[src/include/execute_config.svh]
// Widths are fixed for RV32I; changing XLEN alone does not make an RV64 datapath
`ifndef EXECUTE_CONFIG_SVH
`define EXECUTE_CONFIG_SVH

// Data and PC width
`define XLEN 32

// Register index width, 32 architectural registers
`define REG_ADDR_W 5

// Sequential PC increment, no compressed instructions
`define INSTR_STEP 4

`endif

[src/hw/rvIsaPkg.sv]
// ISA encodings for RV32I integer ops only; no M extension and no CSR operations
package rvIsaPkg;

    // Operation class from the main control unit
    typedef enum logic [1:0] {
        ALUOP_LS     = 2'b00,   // Load/store address add
        ALUOP_BRANCH = 2'b01,   // Branch compare
        ALUOP_RTYPE  = 2'b10,   // Register-register
        ALUOP_ITYPE  = 2'b11    // Register-immediate
    } aluOpT;

    // Operation actually performed by the ALU
    typedef enum logic [3:0] {
        ALU_ADD  = 4'd0,
        ALU_SUB  = 4'd1,
        ALU_AND  = 4'd2,
        ALU_OR   = 4'd3,
        ALU_XOR  = 4'd4,
        ALU_SLL  = 4'd5,
        ALU_SRL  = 4'd6,
        ALU_SRA  = 4'd7,
        ALU_SLT  = 4'd8,        // Signed less-than
        ALU_SLTU = 4'd9         // Unsigned less-than
    } aluCtrlT;

    // Branch condition as encoded in funct3
    // 3'b010 and 3'b011 are not branch encodings
    typedef enum logic [2:0] {
        BR_BEQ  = 3'b000,
        BR_BNE  = 3'b001,
        BR_BLT  = 3'b100,
        BR_BGE  = 3'b101,
        BR_BLTU = 3'b110,
        BR_BGEU = 3'b111
    } branchFunctT;

endpackage

[src/hw/exPipePkg.sv]
// Pipeline bundles leaving the execute stage; field order sets the packed layout
`include "execute_config.svh"

package exPipePkg;

    // Forwarding source for an operand, chosen by the external hazard unit
    typedef enum logic [1:0] {
        FWD_REG   = 2'd0,       // Register file read data
        FWD_MEMWB = 2'd1,       // Result from MEM/WB
        FWD_EXMEM = 2'd2        // Result from EX/MEM
    } fwdSelT;

    // Payload toward the memory stage, 105 bits
    typedef struct packed {
        logic [`XLEN-1:0]       pc;         // PC of the instruction
        logic [`XLEN-1:0]       result;     // ALU result or link value
        logic [`XLEN-1:0]       storeData;  // Forwarded rs2 for stores
        logic [`REG_ADDR_W-1:0] rd;         // Destination register
        logic                   memRead;
        logic                   memWrite;
        logic                   memToReg;
        logic                   regWrite;
    } exMemT;

    // Payload toward fetch and the predictor, 35 bits
    typedef struct packed {
        logic             branchInst;   // Conditional branch resolved
        logic             taken;        // Actual outcome
        logic             mispredict;   // Outcome differs from prediction
        logic [`XLEN-1:0] nextPc;       // Fetch restart address, zero if none
    } redirectT;

endpackage

[src/hw/aluIf.sv]
// Purely combinational link between the stage and the ALU; no handshake and no clock
`timescale 1ns/1ns
`include "execute_config.svh"

interface aluIf;
    import rvIsaPkg::*;

    aluCtrlT          aluCtrl;  // Decoded operation
    logic [`XLEN-1:0] a;        // Operand A after forwarding
    logic [`XLEN-1:0] b;        // Operand B, immediate or forwarded rs2
    logic [`XLEN-1:0] result;
    logic             zero;     // Result equals zero

    // Stage side drives control and operands
    modport stage (
        output aluCtrl, a, b,
        input  result, zero
    );

    // ALU side returns the result
    modport alu (
        input  aluCtrl, a, b,
        output result, zero
    );

endinterface

[src/hw/aluDecoder.sv]
// Combinational decode; funct7 bit 5 is the only funct7 bit looked at
`timescale 1ns/1ns

module aluDecoder (
    input  rvIsaPkg::aluOpT   aluOp,    // Class from control unit
    input  logic [2:0]        funct3,
    input  logic [6:0]        funct7,
    output rvIsaPkg::aluCtrlT aluCtrl
);
    import rvIsaPkg::*;

    logic altBit;   // SUB / SRA selector

    assign altBit = funct7[5];

    always_comb begin
        aluCtrl = ALU_ADD;                                  // Default add
        case (aluOp)
            ALUOP_LS:     aluCtrl = ALU_ADD;                // Address calculation
            ALUOP_BRANCH: aluCtrl = ALU_SUB;                // Compare by subtract
            ALUOP_RTYPE,
            ALUOP_ITYPE: begin
                case (funct3)
                    3'b000: begin
                        // ADDI never subtracts, so only R-type looks at funct7
                        if (aluOp == ALUOP_RTYPE && altBit) begin
                            aluCtrl = ALU_SUB;
                        end else begin
                            aluCtrl = ALU_ADD;
                        end
                    end
                    3'b001: aluCtrl = ALU_SLL;
                    3'b010: aluCtrl = ALU_SLT;
                    3'b011: aluCtrl = ALU_SLTU;
                    3'b100: aluCtrl = ALU_XOR;
                    3'b101: aluCtrl = altBit ? ALU_SRA : ALU_SRL;   // SRAI shares the bit
                    3'b110: aluCtrl = ALU_OR;
                    3'b111: aluCtrl = ALU_AND;
                    default: aluCtrl = ALU_ADD;
                endcase
            end
            default: aluCtrl = ALU_ADD;
        endcase
    end

endmodule

[src/hw/alu.sv]
// RV32I integer ALU, combinational; shifts use only the low five bits of b
`timescale 1ns/1ns
`include "execute_config.svh"

module alu (
    aluIf.alu bus   // Control and operands in, result out
);
    import rvIsaPkg::*;

    logic [4:0]       shamt;    // Shift amount
    logic             ltSigned;
    logic             ltUnsigned;
    logic [`XLEN-1:0] res;

    assign shamt      = bus.b[4:0];
    assign ltSigned   = $signed(bus.a) < $signed(bus.b);
    assign ltUnsigned = bus.a < bus.b;

    always_comb begin
        case (bus.aluCtrl)
            ALU_ADD:  res = bus.a + bus.b;
            ALU_SUB:  res = bus.a - bus.b;
            ALU_AND:  res = bus.a & bus.b;
            ALU_OR:   res = bus.a | bus.b;
            ALU_XOR:  res = bus.a ^ bus.b;
            ALU_SLL:  res = bus.a << shamt;
            ALU_SRL:  res = bus.a >> shamt;
            ALU_SRA:  res = $unsigned($signed(bus.a) >>> shamt);   // Sign fill
            ALU_SLT:  res = {{(`XLEN-1){1'b0}}, ltSigned};
            ALU_SLTU: res = {{(`XLEN-1){1'b0}}, ltUnsigned};
            default:  res = '0;
        endcase
    end

    assign bus.result = res;
    assign bus.zero   = (res == '0);    // Zero flag

endmodule

[src/hw/branchResolver.sv]
// Only PC-relative targets; JALR is not handled, and a jump mispredicts when predicted not taken
`timescale 1ns/1ns
`include "execute_config.svh"

module branchResolver (
    input  logic                  enable,         // Valid instruction in EX
    input  logic                  branch,         // Conditional branch
    input  logic                  jump,           // Unconditional jump
    input  rvIsaPkg::branchFunctT funct3,
    input  logic [`XLEN-1:0]      rs1,            // Forwarded operands
    input  logic [`XLEN-1:0]      rs2,
    input  logic [`XLEN-1:0]      pc,
    input  logic [`XLEN-1:0]      imm,
    input  logic                  predictTaken,   // From the predictor via ID/EX
    output exPipePkg::redirectT   redirect
);
    import rvIsaPkg::*;
    import exPipePkg::*;

    logic             cond;         // Branch condition holds
    logic             taken;
    logic             active;       // Something to resolve this cycle
    logic             miss;
    logic [`XLEN-1:0] target;       // Taken address
    logic [`XLEN-1:0] fallThrough;  // Sequential address

    // Compare directly, independent of the ALU operation
    always_comb begin
        case (funct3)
            BR_BEQ:  cond = (rs1 == rs2);
            BR_BNE:  cond = (rs1 != rs2);
            BR_BLT:  cond = ($signed(rs1) < $signed(rs2));
            BR_BGE:  cond = ($signed(rs1) >= $signed(rs2));
            BR_BLTU: cond = (rs1 < rs2);
            BR_BGEU: cond = (rs1 >= rs2);
            default: cond = 1'b0;       // Not a branch encoding
        endcase
    end

    assign active      = enable && (branch || jump);
    assign taken       = jump || (branch && cond);  // Jumps always taken
    assign miss        = taken != predictTaken;
    assign target      = pc + imm;
    assign fallThrough = pc + `XLEN'(`INSTR_STEP);

    always_comb begin
        redirect = '0;                                  // Idle: all zero
        if (active) begin
            redirect.branchInst = branch && !jump;      // Conditional only
            redirect.taken      = taken;
            redirect.mispredict = miss;
            if (miss) begin
                redirect.nextPc = taken ? target : fallThrough;
            end
        end
    end

endmodule

[src/hw/stageReg.sv]
// Flush beats stall beats load; payload resets to zero so outputs are clean after reset
`timescale 1ns/1ns

module stageReg #(
    parameter type payloadT = logic    // Bundle carried by this register
) (
    input  logic    clk,
    input  logic    reset_n,
    input  logic    flush,     // Clear payload and valid
    input  logic    stall,     // Hold payload, drop valid
    input  logic    load,      // Capture new payload
    input  payloadT dIn,
    output payloadT qOut,
    output logic    valid
);

    always_ff @(posedge clk or negedge reset_n) begin
        if (!reset_n) begin
            qOut  <= '0;
            valid <= 1'b0;
        end else if (flush) begin
            qOut  <= '0;            // Squash
            valid <= 1'b0;
        end else if (stall) begin
            valid <= 1'b0;          // Payload held
        end else if (load) begin
            qOut  <= dIn;
            valid <= 1'b1;
        end else begin
            valid <= 1'b0;          // Bubble, payload held
        end
    end

endmodule

[src/hw/executeStage.sv]
// Forwarding selects come from outside; upstream must hold its inputs while stall is high
`timescale 1ns/1ns
`include "execute_config.svh"

module executeStage (
    input  logic                   clk,
    input  logic                   reset_n,
    input  logic                   flush,          // From hazard unit
    input  logic                   stall,          // From hazard unit
    input  logic                   enable,         // Valid ID/EX contents
    input  logic [`XLEN-1:0]       pc,
    input  logic [`XLEN-1:0]       readData1,
    input  logic [`XLEN-1:0]       readData2,
    input  logic [`XLEN-1:0]       imm,
    input  logic [`REG_ADDR_W-1:0] rd,
    input  logic [6:0]             funct7,
    input  logic [2:0]             funct3,
    input  logic                   aluSrc,         // B from immediate
    input  rvIsaPkg::aluOpT        aluOp,
    input  logic                   branch,
    input  logic                   jump,
    input  logic                   memRead,
    input  logic                   memWrite,
    input  logic                   memToReg,
    input  logic                   regWrite,
    input  logic                   predictTaken,
    input  exPipePkg::fwdSelT      fwdA,
    input  exPipePkg::fwdSelT      fwdB,
    input  logic [`XLEN-1:0]       exMemFwd,       // EX/MEM result
    input  logic [`XLEN-1:0]       memWbFwd,       // MEM/WB result
    output exPipePkg::exMemT       exMem,
    output logic                   memValid,
    output exPipePkg::redirectT    redirect
);
    import rvIsaPkg::*;
    import exPipePkg::*;

    logic [`XLEN-1:0] opA;          // Forwarded rs1
    logic [`XLEN-1:0] rs2Fwd;       // Forwarded rs2
    logic [`XLEN-1:0] linkValue;    // Return address for jumps
    exMemT            exMemNext;
    redirectT         redirectNext;

    aluIf aluBus ();

    // Operand A source
    always_comb begin
        case (fwdA)
            FWD_EXMEM: opA = exMemFwd;
            FWD_MEMWB: opA = memWbFwd;
            default:   opA = readData1;
        endcase
    end

    // rs2 source, also used as store data
    always_comb begin
        case (fwdB)
            FWD_EXMEM: rs2Fwd = exMemFwd;
            FWD_MEMWB: rs2Fwd = memWbFwd;
            default:   rs2Fwd = readData2;
        endcase
    end

    assign aluBus.a   = opA;
    assign aluBus.b   = aluSrc ? imm : rs2Fwd;     // Immediate wins over forwarding
    assign linkValue  = pc + `XLEN'(`INSTR_STEP);

    aluDecoder uDecoder (
        .aluOp   (aluOp),
        .funct3  (funct3),
        .funct7  (funct7),
        .aluCtrl (aluBus.aluCtrl)
    );

    alu uAlu (
        .bus (aluBus.alu)
    );

    branchResolver uResolver (
        .enable       (enable),
        .branch       (branch),
        .jump         (jump),
        .funct3       (branchFunctT'(funct3)),
        .rs1          (opA),
        .rs2          (rs2Fwd),
        .pc           (pc),
        .imm          (imm),
        .predictTaken (predictTaken),
        .redirect     (redirectNext)
    );

    // Memory-stage bundle
    always_comb begin
        exMemNext.pc        = pc;
        exMemNext.result    = jump ? linkValue : aluBus.result;
        exMemNext.storeData = rs2Fwd;
        exMemNext.rd        = rd;
        exMemNext.memRead   = memRead;
        exMemNext.memWrite  = memWrite;
        exMemNext.memToReg  = memToReg;
        exMemNext.regWrite  = regWrite;
    end

    stageReg #(.payloadT(exMemT)) uMemReg (
        .clk     (clk),
        .reset_n (reset_n),
        .flush   (flush),
        .stall   (stall),
        .load    (enable),
        .dIn     (exMemNext),
        .qOut    (exMem),
        .valid   (memValid)
    );

    // Redirect loads each unstalled cycle; resolver zeroes it when idle
    stageReg #(.payloadT(redirectT)) uRedirReg (
        .clk     (clk),
        .reset_n (reset_n),
        .flush   (flush),
        .stall   (stall),
        .load    (1'b1),
        .dIn     (redirectNext),
        .qOut    (redirect),
        .valid   ()
    );

endmodule

[src/hw/executeTop.sv]
// Top with flat ports; aluOp and forwarding selects are raw codes, 2'd3 forwards as register data
`timescale 1ns/1ns
`include "execute_config.svh"

module executeTop (
    input  logic                   clk,
    input  logic                   reset_n,
    input  logic                   flush,
    input  logic                   stall,
    input  logic                   enable,
    input  logic [`XLEN-1:0]       pc,
    input  logic [`XLEN-1:0]       readData1,
    input  logic [`XLEN-1:0]       readData2,
    input  logic [`XLEN-1:0]       imm,
    input  logic [`REG_ADDR_W-1:0] rd,
    input  logic [6:0]             funct7,
    input  logic [2:0]             funct3,
    input  logic                   aluSrc,
    input  logic [1:0]             aluOp,
    input  logic                   branch,
    input  logic                   jump,
    input  logic                   memRead,
    input  logic                   memWrite,
    input  logic                   memToReg,
    input  logic                   regWrite,
    input  logic                   predictTaken,
    input  logic [1:0]             fwdA,
    input  logic [1:0]             fwdB,
    input  logic [`XLEN-1:0]       exMemFwd,
    input  logic [`XLEN-1:0]       memWbFwd,
    output logic [`XLEN-1:0]       memPc,
    output logic [`XLEN-1:0]       memResult,
    output logic [`XLEN-1:0]       memWriteData,
    output logic [`REG_ADDR_W-1:0] memRd,
    output logic                   memMemRead,
    output logic                   memMemWrite,
    output logic                   memMemToReg,
    output logic                   memRegWrite,
    output logic                   memValid,
    output logic                   branchInst,
    output logic                   branchTaken,
    output logic                   mispredict,
    output logic [`XLEN-1:0]       nextPc
);
    import rvIsaPkg::*;
    import exPipePkg::*;

    exMemT    exMem;      // Registered memory bundle
    redirectT redirect;   // Registered redirect bundle

    executeStage uStage (
        .clk (clk), .reset_n (reset_n),
        .flush (flush), .stall (stall), .enable (enable),
        .pc (pc), .readData1 (readData1), .readData2 (readData2), .imm (imm),
        .rd (rd), .funct7 (funct7), .funct3 (funct3), .aluSrc (aluSrc),
        .aluOp (aluOpT'(aluOp)), .branch (branch), .jump (jump),
        .memRead (memRead), .memWrite (memWrite), .memToReg (memToReg),
        .regWrite (regWrite), .predictTaken (predictTaken),
        .fwdA (fwdSelT'(fwdA)), .fwdB (fwdSelT'(fwdB)),
        .exMemFwd (exMemFwd), .memWbFwd (memWbFwd),
        .exMem (exMem), .memValid (memValid), .redirect (redirect)
    );

    // Unpack the memory bundle
    assign memPc        = exMem.pc;
    assign memResult    = exMem.result;
    assign memWriteData = exMem.storeData;
    assign memRd        = exMem.rd;
    assign memMemRead   = exMem.memRead;
    assign memMemWrite  = exMem.memWrite;
    assign memMemToReg  = exMem.memToReg;
    assign memRegWrite  = exMem.regWrite;

    // Unpack the redirect bundle
    assign branchInst  = redirect.branchInst;
    assign branchTaken = redirect.taken;
    assign mispredict  = redirect.mispredict;
    assign nextPc      = redirect.nextPc;

endmodule

[config.mk]
export PLATFORM = sky130hd
export DESIGN_NAME = executeTop
export DESIGN_NICKNAME = d
export VERILOG_FILES = /design/src/hw/rvIsaPkg.sv /design/src/hw/exPipePkg.sv /design/src/hw/aluIf.sv /design/src/hw/aluDecoder.sv /design/src/hw/alu.sv /design/src/hw/branchResolver.sv /design/src/hw/stageReg.sv /design/src/hw/executeStage.sv /design/src/hw/executeTop.sv
export VERILOG_INCLUDE_DIRS = /design/src /design/src/include
export SDC_FILE = /design/constraint.sdc
export NUM_CORES = 1
export LEC_CHECK = 0
export BUFFER_PORTS_ARGS = -buffer_cell sky130_fd_sc_hd__buf_2
export CAP_MARGIN = 15
export CORE_MARGIN = 4
export CORE_UTILIZATION = 35
export CTS_CLUSTER_SIZE = 30
export DETAILED_ROUTE_END_ITERATION = 12
export HOLD_SLACK_MARGIN = 0.08
export SETUP_SLACK_MARGIN = 0.2
export SYNTH_ARGS = -nofsm -noshare
export SYNTH_HDL_FRONTEND = slang
export SYNTH_SLANG_ARGS = --single-unit
export TNS_END_PERCENT = 5
[constraint.sdc]
create_clock -name clk -period 1.6 [get_ports clk]
set_input_delay 0.16 -clock clk [delete_from_list [all_inputs] [get_ports clk]]
set_output_delay 0.16 -clock clk [all_outputs]
set_load 0.01 [all_outputs]
# Word level (Yosys, flattened, before mapping)
# Cells that the tools add are included.
# totals
ff_bits	141
input_bits	226
elab_cells	90
# op_classes
add_sub_neg	4
n_mux	21
n_lt_le_gt_ge	6
bitwise	3
n_reduce_logical	13
eq_ne	27
n_shift	3
# ops
cell	n
32-bit case mux with 10 select lines	1
105-bit 2-to-1 mux	3
32-bit < comparator	4
32-bit 2-to-1 mux	4
32-bit case mux with 2 select lines	2
35-bit 2-to-1 mux	3
32-bit adder	2
32-bit greater-or-equal comparator	2
32-bit by 3-bit adder with 32-bit output, second input constant	1
32-bit AND	1
32-bit == test	1
32-bit inequality test	1
32-bit bitwise OR	1
4-bit case mux with 8 select lines	1
32-bit by 5-bit << shifter with 32-bit output	1
32-bit by 5-bit >> shifter with 32-bit output	1
32-bit by 5-bit >>> shifter with 32-bit output	1
32-bit subtractor	1
32-bit bitwise XOR	1
4-bit by 3-bit == test with 1-bit output, second input constant	4
3-bit == test, second input constant	4
4-bit case mux with 3 select lines	1
2-bit == test, second input constant	4
4-bit by 2-bit == test with 1-bit output, second input constant	2
other kinds (18)	30

# Depth between registers and ports, before layout
# depth
depth_word	11
depth_mapped	22

# Cells and area by module
# From an unflattened synthesis, not the netlist that was laid out.
# unflattened
hier_cells	3020
hier_area_um2	23103.4
# modules_own_cells
module	instances	area_per_inst_um2	cells_per_inst
alu	1	9690.5	1427
stageReg at uStage.uMemReg	1	5346.4	479
branchResolver	1	3547.2	521
executeStage	1	2518.7	423
stageReg at uStage.uRedirReg	1	1938.1	160
aluDecoder	1	62.6	10

# Worst setup path before layout
# No wires, ideal clock.
# synth_path
kind	input to register
startpoint	in fwdB[0]
endpoint	reg uStage.uMemReg.qOut[61] (netlist name)
slack_ps	-2805
t_arrival_ps	4284
stages	22
n_path_buf	6
setup_time_ps	121
cell_sequence	inv_1 -> ha_1 -> or2_1 -> buf_6 -> o221ai_4 -> buf_8 -> buf_4 -> buf_2 -> buf_2 -> ha_1 -> clkbuf_1 -> nor2b_1 -> o21ai_0 -> a211oi_1 -> o211ai_1 -> and2_1 -> o21ai_1 -> a311o_1 -> a221o_1 -> xnor2_1 -> o221ai_1 -> a22o_1
# synth_between
elab_chain_cells	9
# synth_lines
item	line_no	source
start, declared	executeTop.sv:28	input logic [1:0] fwdB,
2-bit by 1-bit == test with 1-bit output or 2-bit == test (tied branches)	executeStage.sv:57	case (fwdB)
32-bit case mux with 2 select lines (*)	executeStage.sv:57	
32-bit 2-to-1 mux (*)	executeStage.sv:65	assign aluBus.b = aluSrc ? imm : rs2Fwd;
32-bit subtractor, or another cell as far along	alu.sv:22	ALU_SUB: res = bus.a - bus.b;
32-bit case mux with 10 select lines (*)	alu.sv:20	case (bus.aluCtrl)
32-bit 2-to-1 mux (*)	executeStage.sv:95	exMemNext.result = jump ? linkValue : aluBus.result;
105-bit 2-to-1 mux (*)	stageReg.sv:26	end else if (load) begin
105-bit 2-to-1 mux (*)	stageReg.sv:24	end else if (stall) begin
105-bit 2-to-1 mux (*)	stageReg.sv:21	end else if (flush) begin
end signal, assigned	stageReg.sv:27	qOut <= dIn;
end, declared	stageReg.sv:13	output payloadT qOut,
# Mark *: on every way between the ends. The rest lies on a longest branch, timed or not. The select of a mux whose other input is x is not followed.
# A chain may end at the register's enable or synchronous reset.

# Worst setup path in the final report
# layout_path
startpoint	in fwdB[0]
endpoint	reg uStage.uMemReg.qOut[48] (netlist name)
# Same word-level chain as after synthesis.

==> run_results.csv <==
group,metric,value,unit
status,status,"complete, but fails checks",
status,violations,"setup timing",
logic_synthesis,yosysWarnings,0,
cells_and_area,drive_above_1_share,0.4337,
sta,slew_violations,0,
worst_setup_path,cpPeakStageDelay,0.56,ns
logic_synthesis,yosys_most_used_dff,"dfrtp_1",
worst_setup_path,critical-path-top-delay-family,"compound AO/OA/AOI/OAI gates",
logic_synthesis,synth_seq_cells,141,
placement,io_buffers,360,
sta,report.final.hold_viol_count,0,
global_route,grt_first_pass_wirelength,171100,um
global_route,first_global_vias,25920,
logic_synthesis,async_flop_share,1.000,
sta,layout_min_cycle_time,3.629,ns
drt,ant_nets,0,
cells_and_area,nFillCells,4895,
worst_setup_path,cpMaxStageDelayCell,"o211ai_1",
worst_setup_path,endpoint_kind,"flop",
floorplan,die_h,238.9,um
clocking,cts.reportedPaths.clkPinSlew,0.06,ns
floorplan,io-pin-count,367,
cells_and_area,final_common_cell,"buf_4",
drt,vias,26543,
global_route,grt_overflow,0,
sta,slew_headroom,0.4455,
min_path,min_path_type,"primary input to flop",
placement,placed_cells,4367,
worst_setup_path,cp.arrival,3.98,ns
drt,drtPass1Iterations,6,
drt,drtIter0Drc,2605,
global_route,antenna_found_initial,5,
worst_setup_path,cp-start-kind,"primary input",
drt,wirelength,119500,um
sta,rsz0062_at_grt,"true",
placement,gp_congestion,1.080,
logic_synthesis,syn_area,18670,sq um
logic_synthesis,avgSynthCellArea,7.309,sq um
logic_synthesis,ys_types,95,
power,total_power,0.02402,W
logic_synthesis,syn_inst,2554,
cells_and_area,layout_common_cells,"930 x buf_4, 357 x buf_2, 337 x nand2_1",
drt,route.detailed.drc,0,
clocking,cts_tree,"done",
clocking,cts_sinks,141,
sta,worst_slack,-2.029,ns
power,p_per_area,779.8,nW/um^2
placement,dpl.hpwl,99070,um
floorplan,dieArea,57090,sq um
global_route,grt_max_degree,70,
cells_and_area,area_delta_synth_final,65.01,%
worst_setup_path,critPathMaxFanout,58,
logic_synthesis,ys_seq_area_frac,0.1890,
sta,finalSetupViolations,66,
sta,fin_skew,0,ns
logic_synthesis,synth_edf_count,0,
sta,fmax,275.6,MHz
clocking,clock_latency,0.45,ns
sta,fin_setup_tns,-124.59,ns
floorplan,row_count,84,
clocking,htree_levels,4,
clocking,cts_buffers,17,
worst_setup_path,cp_data_required_time,1.95,ns
min_path,worstHoldStart,"readData2[12]",
sta,fin_crit_sh,2.268,
worst_setup_path,cp-startpoint,"fwdB[0]",
worst_setup_path,critPathKind,"primary input to flop",
clocking,root_buffer,"clkbuf_16",
clocking,clk_path_buf_depth,2,
drt,vias_per_cell,5.929,
drt,routedWlPerCell,26.68,um
worst_setup_path,cp_num_buf_inv,8,
cells_and_area,multi_input_area,15210,sq um
cells_and_area,nets,4166,
cells_and_area,instances_no_fill,4477,
worst_setup_path,crit_chain,"buf_8, inv_4, ha_4, buf_6, or3b_1, o221a_4, buf_6, buf_12, inv_4, mux2_2, nor2_1, a21oi_1, buf_4, nand2_1, o21ai_0, o211ai_1, o2111ai_1, buf_4, a22o_1",
floorplan,core-area,52660,sq um
floorplan,die_w,238.9,um
logic_synthesis,syn_nets,2947,
floorplan,start_util,0.3545,
worst_setup_path,reg2reg_from,"uStage.uMemReg.qOut[65]",
power,p_leak,15.11,nW
sta,worst_slew_pin_slew,0.8317,ns
global_route,grtUsageTotal,0.3993,
power,vdd_drop_max,0.0008526,V
run,cap_violations,0,
cells_and_area,regArea,3528,sq um
## cell families after synthesis
group	after synthesis	share of synthesized area
buffers and inverters	296	0.06756
xor gates and xnor gates	74	0.03472
and+or+nand+nor	798	0.1901
AOI/OAI and AO/OA	977	0.3489
muxes	101	0.05657
DFF	141	0.1890
adders and majority gates	167	0.1131
## cell type report
class,instances,share of cell area
antenna,3,0.0002437
tap,688,0.02794
multi-input combinational,2117,0.4939
clock buffer,19,0.01405
timing repair buffer,1374,0.3278
sequential,141,0.1145
clock inverter,13,0.006093
inverter,122,0.01543
## flip-flops by register name, summed over array words and instances (netlist names)
name and cells:
uStage.uMemReg.qOut 105, uStage.uRedirReg.qOut 35, uStage.uMemReg.valid 1
## power by group
group | switching, W | total (W) | internal [W]
Combinational | 0.00867 | 0.0158 | 0.00709
Sequential | 0.000152 | 0.00390 | 0.00375
Clock | 0.00175 | 0.00437 | 0.00262
## layer usage
layer  share of wire  routed length (um)  up-vias  global-route usage
met3            0.10               11980      298             0.08860
met1            0.41               48810    12841              0.5263
met2            0.43               51770     1455              0.6253
li1                -                   -    11945                   -
met4           0.057                6867        4              0.1829
met5         0.00018                  21        -                   0
## cells in the mapped netlist, types with 42 or more instances
master / n / area (sq um)
ha_1: 164 / 2052
dfrtp_1: 141 / 3528
o21ai_1: 56 / 280.3
nor3_1: 45 / 225.2
nor2_1: 195 / 732.0
mux2i_1: 79 / 790.8
nand3_1: 69 / 345.3
a211oi_1: 55 / 412.9
clkbuf_1: 104 / 390.4
inv_1: 114 / 427.9
xnor2_1: 52 / 455.4
a21oi_1: 236 / 1181
nand2_1: 340 / 1276
a22oi_1: 42 / 315.3
o21ai_0: 198 / 991.0
a22o_1: 55 / 481.7
## timing repair
action                     in CTS  in global routing
hold buffers                   25                  0
setup endpoints to repair      71                 68
cloned                          5                  1
buffers inserted               26                 18
hold endpoints to repair      166                  0
gates resized for setup       216                108
pin swaps                      71                 70
## path summary, 6_finish.rpt
path                                        endpoint  slack [ns]  cells past startpoint
max                          uStage.uMemReg.qOut[48]       -2.03                     19
min                          uStage.uMemReg.qOut[21]        0.07                      3
max reg2reg                  uStage.uMemReg.qOut[65]       -0.24                      7
min reg2reg                  uStage.uMemReg.qOut[55]        0.47                      2
max in group asynchronous     uStage.uMemReg.qOut[3]        0.76                      3
min in group asynchronous  uStage.uRedirReg.qOut[16]        0.21                      2
## per-stage QoR
step	instance area, sq um	worst slack (ns)	utilization	hold slack [ns]
2_1_floorplan	18780	-2.323	-	-0.1356
3_3_place_gp	28040	-2.978	0.5325	0.1210
3_5_place_dp	28040	-3.103	0.5325	0.1271
4_1_cts	30150	-1.926	0.5726	0.04139
5_1_grt	30800	-2.161	0.5849	0.09026
6_report	30800	-2.029	0.5850	0.07431
## worst min-delay path: stages
cell     delay [ns]
buf_2          0.11
o21ai_2        0.08
o21ai_0        0.15
No activity file was read; power rests on OpenSTA's default activity.
